[src/logic/split_cache_settings.svh]
`ifndef SPLIT_CACHE_SETTINGS_SVH
`define SPLIT_CACHE_SETTINGS_SVH

// Word addressed memory, 2^8 words instead of the full 2^16
`define WORD_SIZE 16
`define MEMORY_SIZE 256

// Cycles one backing block transfer takes
`define MEM_STALL_COUNT 4

`define CACHE_LINES 4	// Lines in each direct-mapped cache

`endif
[src/logic/split_cache_pkg.sv]
`include "split_cache_settings.svh"

package split_cache_pkg;

	typedef logic [`WORD_SIZE-1:0] word_t;	// One memory word

	// Four words of one block, element 0 holds word offset 0
	typedef word_t [3:0] block_t;

	// Block read on the instruction channel
	typedef struct packed {
		word_t addr;	// Block aligned, low two bits zero
	} fetch_req_t;

	// Block read or block write on the data channel
	typedef struct packed {
		logic write;	// High for a write-through
		word_t addr;	// Block aligned, low two bits zero
		block_t wblock;	// Only meaningful when write is set
	} data_req_t;

	// Address bits 1:0 are the offset and the index sits right above them,
	// so the tag is whatever is left of the word
	typedef struct packed {
		logic valid;
		logic [`WORD_SIZE-3-$clog2(`CACHE_LINES):0] tag;
		block_t block;
	} cache_line_t;

endpackage

[src/logic/dcache.sv]
`timescale 1ns/1ns
`include "split_cache_settings.svh"

module dcache (
	input logic clk,
	input logic reset_n,
	input logic data_read,
	input logic data_write,
	input split_cache_pkg::word_t data_addr,
	input split_cache_pkg::word_t data_wdata,
	output logic data_ready,
	output split_cache_pkg::word_t data_rdata,
	output logic mem_valid,
	output split_cache_pkg::data_req_t mem_req,
	input logic mem_ready,
	input split_cache_pkg::block_t mem_block
);

	localparam int INDEX_BITS = $clog2(`CACHE_LINES);
	localparam int TAG_LSB = INDEX_BITS + 2;

	typedef enum logic [1:0] {
		LOOKUP,
		FILL,	// Block read for a miss
		WRITE	// Write-through of the merged line
	} state_t;

	state_t state;
	split_cache_pkg::cache_line_t lines [`CACHE_LINES];

	logic [1:0] offset;
	logic [INDEX_BITS-1:0] index;
	logic [`WORD_SIZE-1-TAG_LSB:0] tag;
	logic hit;
	logic access;

	function automatic split_cache_pkg::block_t merge_word(
		split_cache_pkg::block_t block,
		logic [1:0] off,
		split_cache_pkg::word_t word
	);
		split_cache_pkg::block_t merged;
		merged = block;
		merged[off] = word;
		return merged;
	endfunction

	assign offset = data_addr[1:0];
	assign index = data_addr[TAG_LSB-1:2];
	assign tag = data_addr[`WORD_SIZE-1:TAG_LSB];
	assign hit = lines[index].valid && lines[index].tag == tag;

	// The ready cycle still shows the finished request
	assign access = (data_read || data_write) && !data_ready;

	assign mem_valid = (state != LOOKUP);
	assign mem_req.write = (state == WRITE);
	assign mem_req.addr = {data_addr[`WORD_SIZE-1:2], 2'b00};
	// Line already holds the merged word by the time WRITE starts
	assign mem_req.wblock = (state == WRITE) ? lines[index].block : '0;

	always_ff @(posedge clk) begin
		if (!reset_n) begin
			state <= LOOKUP;
			data_ready <= 1'b0;
			for (int i = 0; i < `CACHE_LINES; i++)
				lines[i].valid <= 1'b0;
		end else begin
			data_ready <= 1'b0;
			case (state)
				LOOKUP: begin
					if (access) begin
						if (!hit) begin
							state <= FILL;	// Allocate on read and on write
						end else if (data_write) begin
							lines[index].block[offset] <= data_wdata;
							state <= WRITE;
						end else begin
							data_ready <= 1'b1;
							data_rdata <= lines[index].block[offset];
						end
					end
				end
				FILL: begin
					if (mem_ready) begin
						lines[index].valid <= 1'b1;
						lines[index].tag <= tag;
						if (data_write) begin
							lines[index].block <= merge_word(mem_block, offset, data_wdata);
							state <= WRITE;
						end else begin
							lines[index].block <= mem_block;
							data_rdata <= mem_block[offset];
							data_ready <= 1'b1;
							state <= LOOKUP;
						end
					end
				end
				WRITE: begin
					if (mem_ready) begin
						data_ready <= 1'b1;	// Write is done once memory has the block
						state <= LOOKUP;
					end
				end
				default: state <= LOOKUP;
			endcase
		end
	end

	one_data_op: assert property (
		@(posedge clk) disable iff (!reset_n)
		!(data_read && data_write)
	) else $error("data_read and data_write both high");

endmodule

[config.mk]
export PLATFORM = sky130hd
export DESIGN_NAME = dcache
export DESIGN_NICKNAME = d
export VERILOG_FILES = /design/src/logic/split_cache_pkg.sv /design/src/logic/dcache.sv
export VERILOG_INCLUDE_DIRS = /design/src /design/src/logic
export SDC_FILE = /design/constraint.sdc
export NUM_CORES = 1
export LEC_CHECK = 0
export BUFFER_PORTS_ARGS = -buffer_cell sky130_fd_sc_hd__buf_2
export CORE_MARGIN = 2
export CORE_UTILIZATION = 63
export DETAILED_ROUTE_END_ITERATION = 7
export GPL_TIMING_DRIVEN = 0
export PLACE_DENSITY_LB_ADDON = 0.2
export SYNTH_ARGS = -nofsm -noshare
export SYNTH_HDL_FRONTEND = slang
export SYNTH_SLANG_ARGS = --single-unit
[constraint.sdc]
create_clock -name clk -period 12.7 [get_ports clk]
set_input_delay 3.175 -clock clk [delete_from_list [all_inputs] [get_ports clk]]
set_output_delay 3.175 -clock clk [all_outputs]
set_load 0.05 [all_outputs]
==> flow_summary.toml <==
[status]
status = "finished clean"

[synth]
yosys.cell_types.count = 37
ys_seq_elements = 327
synth_largest_area_cell = "edfxtp_1"
ys_seq_area_share_pct = 64.1
synth.area.top_cells = "edfxtp_1 (63%), mux4_2 (15%), mux2i_1 (5.0%)"
yosys_warnings = 0
syn-cell-area_um2 = 15200
syn_inst = 898
synth_area_per_cell_um2 = 17.0
synth_top_area_share_pct = 63.3

[die]
boundaryPins = 200
die_w_um = 159
design.core.area_um2 = 23600
die_h_um = 159
start_util_pct = 64.5
dieArea_um2 = 25400
num_rows = 56

[final_layout]
nets = 1240
multiInputGateArea_um2 = 5040
layout-drive-gt1-share_pct = 41.6
area_growth_pct = 17.2
regArea_um2 = 9760
fillers = 1433

[route]
drtIter0Drc = 1377
drt-wirelength-per-cell_um = 28.4
drc = 0
dr_total_vias = 9644
ant_nets = 0
firstDrtPassIters = 5
wl_mm = 42.1
viasPerCell = 6.51

[sta]
setup_viol = 0
hold_ws_ns = 0.453
fmax_mhz = 114
period_needed_ns = 8.80
hold_viol = 0
setup_tns_ns = 0
slew_violations = 0
rsz0062_at_grt = "false"
slew_headroom_pct = 26.6
finalClockSkew_ns = 0.00833
fin_crit_sh_pct = 69.3
worstMarginPinSlew_ns = 1.10

[power_and_ir_drop]
power_density_nw_per_um2 = 132
ir_drop_mv = 0.116
leakage_nw = 7.03

[clock_network]
cts.clk_slew.worst_paths_ns = 0.06
cts_setup_buffers = 0
clockBufferDepth = 3
post_cts_resized = 0
cts_root_buf = "clkbuf_16"
cts_tree = "yes"
h-tree-depth = 1
cts_hold_buffers = 0
cts_buffers = 31
numClockSinks = 327
clk_latency_ns = 0.56

[placement]
dp_hpwl_mm = 30.9
io_buffers = 194
gp_congestion = 0.911

[setup_path]
end_kind = "output port"
worst_ep_arrival_time_ns = 5.63
startpoint_type = "input pin"
critical_path_required_ns = 9.52
cp_slowest_cell = "clkbuf_1"
critPathMaxFanout = 10
cp_cell_sequence = "buf_2 > buf_6 > buf_4 > clkbuf_1 > buf_2 > mux4_2 > and2_1 > buf_2"
crit_type = "input pin to output port"
cp_num_buf_inv = 6
cp_top_family = "buffers and inverters"
crit_top_cell = "buf_2"
worst_path_largest_cell_delay_ns = 0.59

[hold_path]
hp-class = "register to register"

[grt]
antenna_found_initial = 2
grt_overflow = 0
grtUsageTotal_pct = 33.5
grt_start_max_net_pins = 17
grt_pass1_wl_mm = 61.8
grt_pass1_vias = 9659

[flow_run]
timing.max_cap.violations = 0
-- stage by stage --
| step | setup WS, ns | cell area, um^2 | util [%] | instances | power, mW |
|---|---|---|---|---|---|
| floorplan | 4.72 | 15200 | - | 899 | 1.38 |
| finish | 3.90 | 17800 | 75.5 | 1482 | 2.35 |
| CTS | 3.92 | 17800 | 75.5 | 1481 | 2.34 |
| detailed placement | 3.94 | 16900 | 71.4 | 1425 | 1.47 |
| global placement | 3.84 | 16600 | 70.3 | 1412 | 1.46 |
| global route | 3.84 | 17800 | 75.5 | 1481 | 2.40 |
-- worst register-to-register path: cells and delay by family (launching register included) --
family | cells | cell delay (ns)
buffers and inverters | 1 | 0.38
muxes | 1 | 0.49
xor gates and xnor gates | 1 | 0.15
and+or+nand+nor | 2 | 0.28
AOI/OAI and AO/OA | 2 | 1.25
DFF | 1 | 0.38
-- synth_stat cells --
master,instances
xor2_1,10
o21a_1,1
buf_2,20
mux4_2,101
nor3b_1,2
or3_1,2
nor2_1,5
buf_6,10
a21oi_1,3
o32ai_1,1
a21oi_2,66
nand4_2,1
xnor2_1,11
or2_2,1
clkbuf_1,26
edfxtp_1,321
a31oi_1,2
nand2_1,76
buf_4,17
o21ai_1,6
nor2b_1,7
nand4_1,3
and2_1,65
nand3_1,13
a21boi_0,12
a211oi_2,1
o21ai_0,13
and3_1,1
mux2i_1,76
o31ai_1,1
a32o_1,1
nand2b_1,1
inv_1,6
conb_1,1
dfxtp_1,6
buf_1,8
o41ai_2,1
-- worst paths after layout --
kind / from / to / slack, ns / cells past startpoint
max: data_addr[3] / mem_req[36] / 3.90 / 8
max reg2reg: lines[3][66] / lines[2][56] / 9.38 / 7
min reg2reg: lines[1][76] / lines[1][76] / 0.45 / 2
min: lines[1][76] / lines[1][76] / 0.45 / 2
-- cell usage in the layout, fill, tap and decap left out, types with 4 or more instances in the layout --
master | netlist | layout
clkinvlp_4 | 0 | 4
buf_1 | 8 | 8
nand2_1 | 76 | 76
edfxtp_1 | 321 | 321
mux2i_1 | 76 | 76
buf_8 | 0 | 11
buf_2 | 20 | 214
clkinv_1 | 0 | 9
mux4_2 | 101 | 101
inv_1 | 6 | 6
xor2_1 | 10 | 10
nor2b_1 | 7 | 7
nand3_1 | 13 | 13
clkbuf_1 | 26 | 32
a21oi_2 | 66 | 67
nor2_1 | 5 | 5
o21ai_2 | 0 | 16
buf_4 | 17 | 17
xnor2_1 | 11 | 11
and2_1 | 65 | 65
buf_6 | 10 | 11
a21boi_0 | 12 | 12
dfxtp_1 | 6 | 6
clkbuf_16 | 0 | 31
-- cells by family after synthesis --
logic type	after synthesis	synth area share, %
compound gates	108	5.61
xor+xnor	21	1.21
buf+inv	87	3.22
flops	327	64.1
mux	177	19.9
other cells	1	0.0246
simple gates	177	5.89
-- layout make-up --
cell class	count	share of cell area, %
flip-flops and latches	327	54.7
multi-input cells	485	28.3
repair buffers	207	6.59
clock buffers	37	4.48
plain buffers	81	2.62
well taps	319	2.24
clock inverters	19	0.947
inverters	6	0.126
diodes	1	0.0140
-- state kept, by name (all words and copies together), names as in the netlist --
name	flops
data_rdata	16
state	2
lines	308
data_ready	1
-- per-layer routing --
layer | up-vias | routed length, um | global-route usage, %
met5 | - | 13 | 0
met4 | 2 | 2320 | 15.0
met1 | 4799 | 15000 | 45.4
met2 | 716 | 19900 | 53.2
li1 | 3988 | - | -
met3 | 139 | 4880 | 7.27
-- where the power goes --
group          total (mW)  switching [mW]  internal (mW)
registers            1.19         0.00320           1.19
logic               0.255           0.167         0.0885
clock network       0.896           0.390          0.506
No activity file was read; power rests on OpenSTA's default activity.
