==> src/logic/split_cache_settings.svh <==
`ifndef SPLIT_CACHE_SETTINGS_SVH
`define SPLIT_CACHE_SETTINGS_SVH

// Word addressed memory, 2^8 words instead of the full 2^16
`define WORD_SIZE 16
`define MEMORY_SIZE 256

// Cycles one backing block transfer takes
`define MEM_STALL_COUNT 4

`define CACHE_LINES 4	// Lines in each direct-mapped cache

`endif
==> src/logic/split_cache_pkg.sv <==
`include "split_cache_settings.svh"

package split_cache_pkg;

	typedef logic [`WORD_SIZE-1:0] word_t;	// One memory word

	// Four words of one block, element 0 holds word offset 0
	typedef word_t [3:0] block_t;

	// Block read on the instruction channel
	typedef struct packed {
		word_t addr;	// Block aligned, low two bits zero
	} fetch_req_t;

	// Block read or block write on the data channel
	typedef struct packed {
		logic write;	// High for a write-through
		word_t addr;	// Block aligned, low two bits zero
		block_t wblock;	// Only meaningful when write is set
	} data_req_t;

	// Address bits 1:0 are the offset and the index sits right above them,
	// so the tag is whatever is left of the word
	typedef struct packed {
		logic valid;
		logic [`WORD_SIZE-3-$clog2(`CACHE_LINES):0] tag;
		block_t block;
	} cache_line_t;

endpackage

==> src/logic/icache.sv <==
`timescale 1ns/1ns
`include "split_cache_settings.svh"

module icache (
	input logic clk,
	input logic reset_n,
	input logic fetch_read,
	input split_cache_pkg::word_t fetch_addr,
	output logic fetch_ready,
	output split_cache_pkg::word_t fetch_instr,
	output logic mem_read,
	output split_cache_pkg::fetch_req_t mem_req,
	input logic mem_ready,
	input split_cache_pkg::block_t mem_block
);

	localparam int INDEX_BITS = $clog2(`CACHE_LINES);
	localparam int TAG_LSB = INDEX_BITS + 2;

	typedef enum logic {
		LOOKUP,
		FILL
	} state_t;

	state_t state;
	split_cache_pkg::cache_line_t lines [`CACHE_LINES];

	logic [1:0] offset;
	logic [INDEX_BITS-1:0] index;
	logic [`WORD_SIZE-1-TAG_LSB:0] tag;
	logic hit;

	assign offset = fetch_addr[1:0];
	assign index = fetch_addr[TAG_LSB-1:2];
	assign tag = fetch_addr[`WORD_SIZE-1:TAG_LSB];
	assign hit = lines[index].valid && lines[index].tag == tag;

	// The fetch address is held until ready, so the block request can follow it
	assign mem_read = (state == FILL);
	assign mem_req.addr = {fetch_addr[`WORD_SIZE-1:2], 2'b00};

	always_ff @(posedge clk) begin
		if (!reset_n) begin
			state <= LOOKUP;
			fetch_ready <= 1'b0;
			for (int i = 0; i < `CACHE_LINES; i++)
				lines[i].valid <= 1'b0;
		end else begin
			fetch_ready <= 1'b0;	// Ready is a single cycle pulse
			case (state)
				LOOKUP: begin
					// Skip the ready cycle, the old request is still on the port
					if (fetch_read && !fetch_ready) begin
						if (hit) begin
							fetch_ready <= 1'b1;
							fetch_instr <= lines[index].block[offset];
						end else begin
							state <= FILL;
						end
					end
				end
				FILL: begin
					if (mem_ready) begin
						lines[index].valid <= 1'b1;
						lines[index].tag <= tag;
						lines[index].block <= mem_block;
						fetch_instr <= mem_block[offset];	// Answer from the fill itself
						fetch_ready <= 1'b1;
						state <= LOOKUP;
					end
				end
				default: state <= LOOKUP;
			endcase
		end
	end

endmodule

==> config.mk <==
export PLATFORM = sky130hd
export DESIGN_NAME = icache
export DESIGN_NICKNAME = d
export VERILOG_FILES = /design/src/logic/split_cache_pkg.sv /design/src/logic/icache.sv
export VERILOG_INCLUDE_DIRS = /design/src /design/src/logic
export SDC_FILE = /design/constraint.sdc
export NUM_CORES = 1
export LEC_CHECK = 0
export BUFFER_PORTS_ARGS = -buffer_cell sky130_fd_sc_hd__buf_2
export CORE_ASPECT_RATIO = 0.9
export CORE_MARGIN = 3
export CORE_UTILIZATION = 35
export DETAILED_ROUTE_END_ITERATION = 10
export PLACE_DENSITY = 0.59
export RECOVER_POWER = 25
export SLEW_MARGIN = 10
export SYNTH_ARGS = -nofsm -noshare
export SYNTH_HDL_FRONTEND = slang
export SYNTH_SLANG_ARGS = --single-unit
export TNS_END_PERCENT = 50
==> constraint.sdc <==
create_clock -name clk -period 8.9 [get_ports clk]
set_clock_uncertainty 0.15 [all_clocks]
set_input_delay 1.78 -clock clk [delete_from_list [all_inputs] [get_ports clk]]
set_output_delay 1.78 -clock clk [all_outputs]
set_load 0.01 [all_outputs]
==> impl_metrics.tcl, run 1 <==
set metrics [dict create \
    std_cell_rows 68 \
    total_power_mw 3.25 \
    mostFrequentLayoutCell "edfxtp_1" \
    cts_resized 0 \
    die-width_um 214 \
    synthCells 637 \
    multi_input_area_um2 3560 \
    ys_seq_elements 326 \
    start_util_pct 35.6 \
    gp_congestion 0.725 \
    postCtsHoldBufs 0 \
    critPathLaunchType "input port" \
    setup_viol 0 \
    crit_type "in2reg" \
    clkTransAtPathRegs_ns 0.06 \
    antenna_found_initial 5 \
    grt_max_degree 69 \
    most-common-layout-cells "321 x edfxtp_1, 95 x buf_2, 67 x mux4_2" \
    rsz0062_at_grt "false" \
    netlist_area_um2 13700 \
    ff_latch_area_um2 9740 \
    die_area_um2 41500 \
    netlist.area_leader.share_pct 70.5 \
    violations "max-capacitance violations, max-slew violations" \
    r2r_setup_slack_ns 5.23 \
    hpwl_um 16100 \
    vias 6525 \
    fin_crit_ns 6.58 \
    powerDensity_nw_per_um2 207 \
    clock_latency_ns 0.50 \
    fillers 3495 \
    fin_crit_sh_pct 73.9 \
    yosys.cell_types.count 37 \
    final_antenna_net_count 0 \
    synth_warnings 0 \
    ys_seq_area_share_pct 71.2 \
    critPathArrivalTime_ns 6.54 \
    cts_root_buf "clkbuf_16" \
    cts_buffers 34 \
    h-tree-depth 2 \
    worst_pin_slew_ns 3.06 \
    avgSynthCellArea_um2 21.5 \
    io-pin-count 118 \
    placed_area_um2 14700 \
    critPathRequiredTime_ns 8.86 \
    cp-end-kind "flop" \
    setup_tns_ns 0 \
    grt_pass1_wl_um 43100 \
    postLayoutCellArea_um2 15700 \
    hold_class "reg2reg" \
    finalHoldViolCount 0 \
    drc 0 \
    syn_to_final_growth_pct 14.8 \
    grt_overflow 0 \
    yosysTopAreaCell "edfxtp_1" \
    vdd_ir_drop_max_v 0.000120 \
    cts_tree "done" \
    drv_slew 183 \
    slew_headroom_pct -104 \
    cts.path.max_buffers 3 \
    cts_setup_buffers 0 \
    p_leak_nw 5.90 \
    outcome "finished with violations" \
    fin_nets 832 \
    viasPerCell 5.02 \
    numClockSinks 326 \
    chipHeight_um 194 \
    fmax_mhz 152 \
    port_buffers 115 \
    maxCapViolations 5 \
    drt-initial-drc-count 437 \
    wirelength_um 28300 \
    drive_above_1_share_pct 30.9 \
    wl_per_cell_um 21.8 \
    grt_pass1_vias 6960 \
    core_region_area_um2 38500 \
    crit_path_max_fanout 50 \
    track_usage_pct 13.5 \
    first_pass_iters 4 \
    synth_area_leaders "edfxtp_1 70%, mux4_2 11%, mux4_1 6.9%" \
]
-- where the power goes --
part	switching [mW]	leakage [nW]	internal, mW	total [mW]
clock network	0.572	0.531	0.829	1.40
registers	0.00192	3.52	1.68	1.68
logic	0.0861	1.85	0.0741	0.160
total	0.660	5.90	2.59	3.25
-- registers in the layout (all words and copies together), names as in the netlist --
register,flops
lines,308
fetch_instr,16
fetch_ready,1
mem_read,1
-- Yosys cell counts (all sizes together) --
cell type  instances
a2111oi            1
a211oi             1
a21o               5
a21oi              2
and2              75
and3               2
buf               37
clkbuf            15
conb               1
dfxtp              5
edfxtp           321
inv                4
mux2              16
mux2i              9
mux4             103
nand2              3
nand2b             2
nand3              3
nand4              4
nor2               3
nor3               3
nor4bb             1
o2111ai            1
o211ai             1
o21ai              1
o221ai             1
o22ai              1
or3                1
or4bb              1
xnor2             11
xor2               3
-- critical path: stages --
cell and delay [ns]:
clkbuf_1 1.73, buf_4 0.84, mux4_1 0.43, xnor2_1 0.15, nand4_1 0.14, a2111oi_2 0.48, a21o_1 0.86
-- cell families after synthesis --
group                  share of synthesized area [%]
AND/OR/NAND/NOR                                 4.38
XOR/XNOR                                       0.896
AO/OA/AOI/OAI                                  0.778
buffers and inverters                           2.79
flip-flops                                      71.2
other                                         0.0274
multiplexers                                    19.9
-- cell type report --
cell class / count / share of cell area [%]
flip-flops and latches: 326 / 62.0
multi-input cells: 256 / 22.7
clock buffers: 45 / 5.94
well taps: 525 / 4.18
repair buffers: 126 / 3.98
clock inverters: 16 / 1.06
inverters: 4 / 0.104
diodes: 1 / 0.0159
-- path summary, 6_finish.rpt --
path,end,start,cells after the start
max reg2reg,lines[2][1],mem_read,4
min reg2reg,lines[1][76],lines[1][76],1
min,lines[1][76],lines[1][76],1
max,fetch_instr[1],fetch_addr[3],7
-- routing by layer --
metal | share of wire [%] | vias up | GRT usage (%)
met1 | 45 | 3420 | 19.6
li1 | - | 2857 | -
met3 | 6.8 | 42 | 3.06
met5 | 0.14 | - | 0
met2 | 47 | 200 | 21.1
met4 | 1.5 | 6 | 3.05
-- per-stage QoR --
step / setup slack (ns) / utilization (%) / hold slack, ns / std cells
3_3_place_gp: 3.15 / 38.1 / 0.294 / 1237
6_report: 2.32 / 40.8 / 0.316 / 1299
5_1_grt: 1.94 / 40.8 / 0.338 / 1298
3_5_place_dp: 3.13 / 38.1 / 0.298 / 1237
4_1_cts: 3.65 / 41.0 / 0.312 / 1298
2_1_floorplan: 0.563 / - / 0.281 / 638
Note: power is estimated with default switching activity, not from simulation.
==> run 2: changes to the inputs <==
PLACE_DENSITY = 0.6   (was 0.59)
clock period = 5.44 ns   (was 8.9 ns; I/O delays follow)
==> impl_metrics.tcl, run 2 (synthesis results as in run 1) <==
set metrics [dict create \
    chipHeight_um 194 \
    rsz0062_at_grt "false" \
    postCtsHoldBufs 0 \
    cts_root_buf "clkbuf_16" \
    r2r_setup_slack_ns 2.56 \
    critPathArrivalTime_ns 4.40 \
    fin_crit_ns 4.39 \
    critPathLaunchType "input port" \
    slew_headroom_pct -25.5 \
    critPathRequiredTime_ns 5.45 \
    reg2reg_to "fetch_instr[7]" \
    die_area_um2 41500 \
    syn_to_final_growth_pct 15.6 \
    cts.path.max_buffers 3 \
    port_buffers 115 \
    finalNonFillerCells 1299 \
    powerDensity_nw_per_um2 339 \
    drive_above_1_share_pct 31.6 \
    setup_viol 0 \
    largest_register_ff_count 308 \
    clkTransAtPathRegs_ns 0.06 \
    cts_buffers 36 \
    wirelength_um 28400 \
    rr_worst_depth 5 \
    wl_per_cell_um 21.9 \
    drc 0 \
    hp-start "lines[1][76]" \
    drv_slew 144 \
    total_power_mw 5.36 \
    numClockSinks 326 \
    crit_path_max_fanout 64 \
    grt_max_degree 79 \
    p_leak_nw 5.94 \
    core_region_area_um2 38500 \
    maxCapViolations 2 \
    start_util_pct 35.6 \
    std_cell_rows 68 \
    place_ws_ns 1.11 \
    grt_pass1_wl_um 43200 \
    h-tree-depth 2 \
    crit_type "in2reg" \
    fin_nets 836 \
    hpwl_um 16400 \
    cp-end-kind "flop" \
    gp_congestion 0.697 \
    most-common-layout-cells "321 x edfxtp_1, 95 x buf_2, 67 x mux4_2" \
    hold_end "lines[1][76]" \
    reg.largest.list "lines: 308 flops, fetch_instr: 16 flops" \
    antenna_found_initial 3 \
    worst_pin_slew_ns 1.88 \
    cts_setup_buffers 0 \
    outcome "finished with violations" \
    vdd_ir_drop_max_v 0.000228 \
    fmax_mhz 228 \
    first_pass_iters 8 \
    fin_ws_ns 1.05 \
    vias 6490 \
    mostFrequentLayoutCell "edfxtp_1" \
    finalHoldViolCount 0 \
    worstReg2RegStart "mem_read" \
    final_antenna_net_count 0 \
    die-width_um 214 \
    fin_crit_sh_pct 80.7 \
    drt-initial-drc-count 437 \
    track_usage_pct 13.6 \
    hold_class "reg2reg" \
    cts_tree "done" \
    io-pin-count 118 \
    clock_latency_ns 0.51 \
    min_delay_path_depth 1 \
    viasPerCell 5.00 \
    cts_resized 0 \
    grt_pass1_vias 6831 \
    violations "max-capacitance violations, max-slew violations" \
    dp.cells 1239 \
    largest_register "lines" \
    grt_overflow 0 \
]
[run 2: cell count changes in the layout (fill, tap and decap cells not counted), moves of 2 or more]
cell,delta
and2_0,+25
and2_1,-25
clkbuf_1,-7
buf_12,+4
clkinv_1,+4
clkbuf_16,+3
clkinvlp_4,-3
and3_1,-2
and3_4,+2
clkbuf_2,+2
clkbuf_8,-2
inv_6,-2
[run 2: cell type report]
| cell class | instances | area [µm²] |
|---|---|---|
| clock inverters | 17 | 163 |
| inverters | 4 | 15.0 |
| well taps | 525 | 657 |
| flip-flops and latches | 326 | 9740 |
| clock buffers | 42 | 966 |
| multi-input cells | 256 | 3580 |
| repair buffers | 128 | 697 |
| fillers | 3449 | 22600 |
| diodes | 1 | 2.50 |
[run 2: worst max path at each step]
stage / end / depth (start not counted) / from
2_1_floorplan: lines[0][0] / 4 / fetch_addr[3]
3_3_place_gp: fetch_instr[9] / 8 / fetch_addr[2]
3_5_place_dp: fetch_instr[8] / 5 / fetch_addr[2]
4_1_cts: fetch_instr[7] / 8 / fetch_addr[2]
5_1_grt: fetch_instr[7] / 8 / fetch_addr[3]
6_report: fetch_instr[7] / 8 / fetch_addr[3]
[run 2: power by group]
part	switching (mW)	internal (mW)	leakage, nW
Sequential	0.00325	2.75	3.52
Combinational	0.144	0.123	1.86
Clock	0.935	1.40	0.557
Total	1.08	4.28	5.94
[run 2: per-layer routing]
metal / routed length [µm] / up-vias / global-route usage, %
met2: 13900 / 173 / 22.4
met1: 12300 / 3402 / 18.7
li1: - / 2867 / -
met3: 1670 / 44 / 2.86
met4: 512 / 4 / 3.52
met5: 19 / - / 0
[run 2: critical path: stages]
cell,delay [ns]
clkbuf_2,1.30
buf_4,0.58
nand2_1,0.09
o221ai_1,0.18
nand4_1,0.15
a2111oi_2,0.39
a21o_1,0.18
buf_4,0.34
[run 2: through the flow]
| stage | instance area, µm² | hold slack, ns | util, % | TNS, ns |
|---|---|---|---|---|
| 2_1_floorplan | 13700 | 0.281 | - | -338.68 |
| 3_3_place_gp | 14700 | 0.290 | 38.3 | 0 |
| 3_5_place_dp | 14700 | 0.310 | 38.3 | 0 |
| 4_1_cts | 15800 | 0.324 | 41.2 | 0 |
| 5_1_grt | 15800 | 0.342 | 41.1 | 0 |
| 6_report | 15800 | 0.319 | 41.1 | 0 |
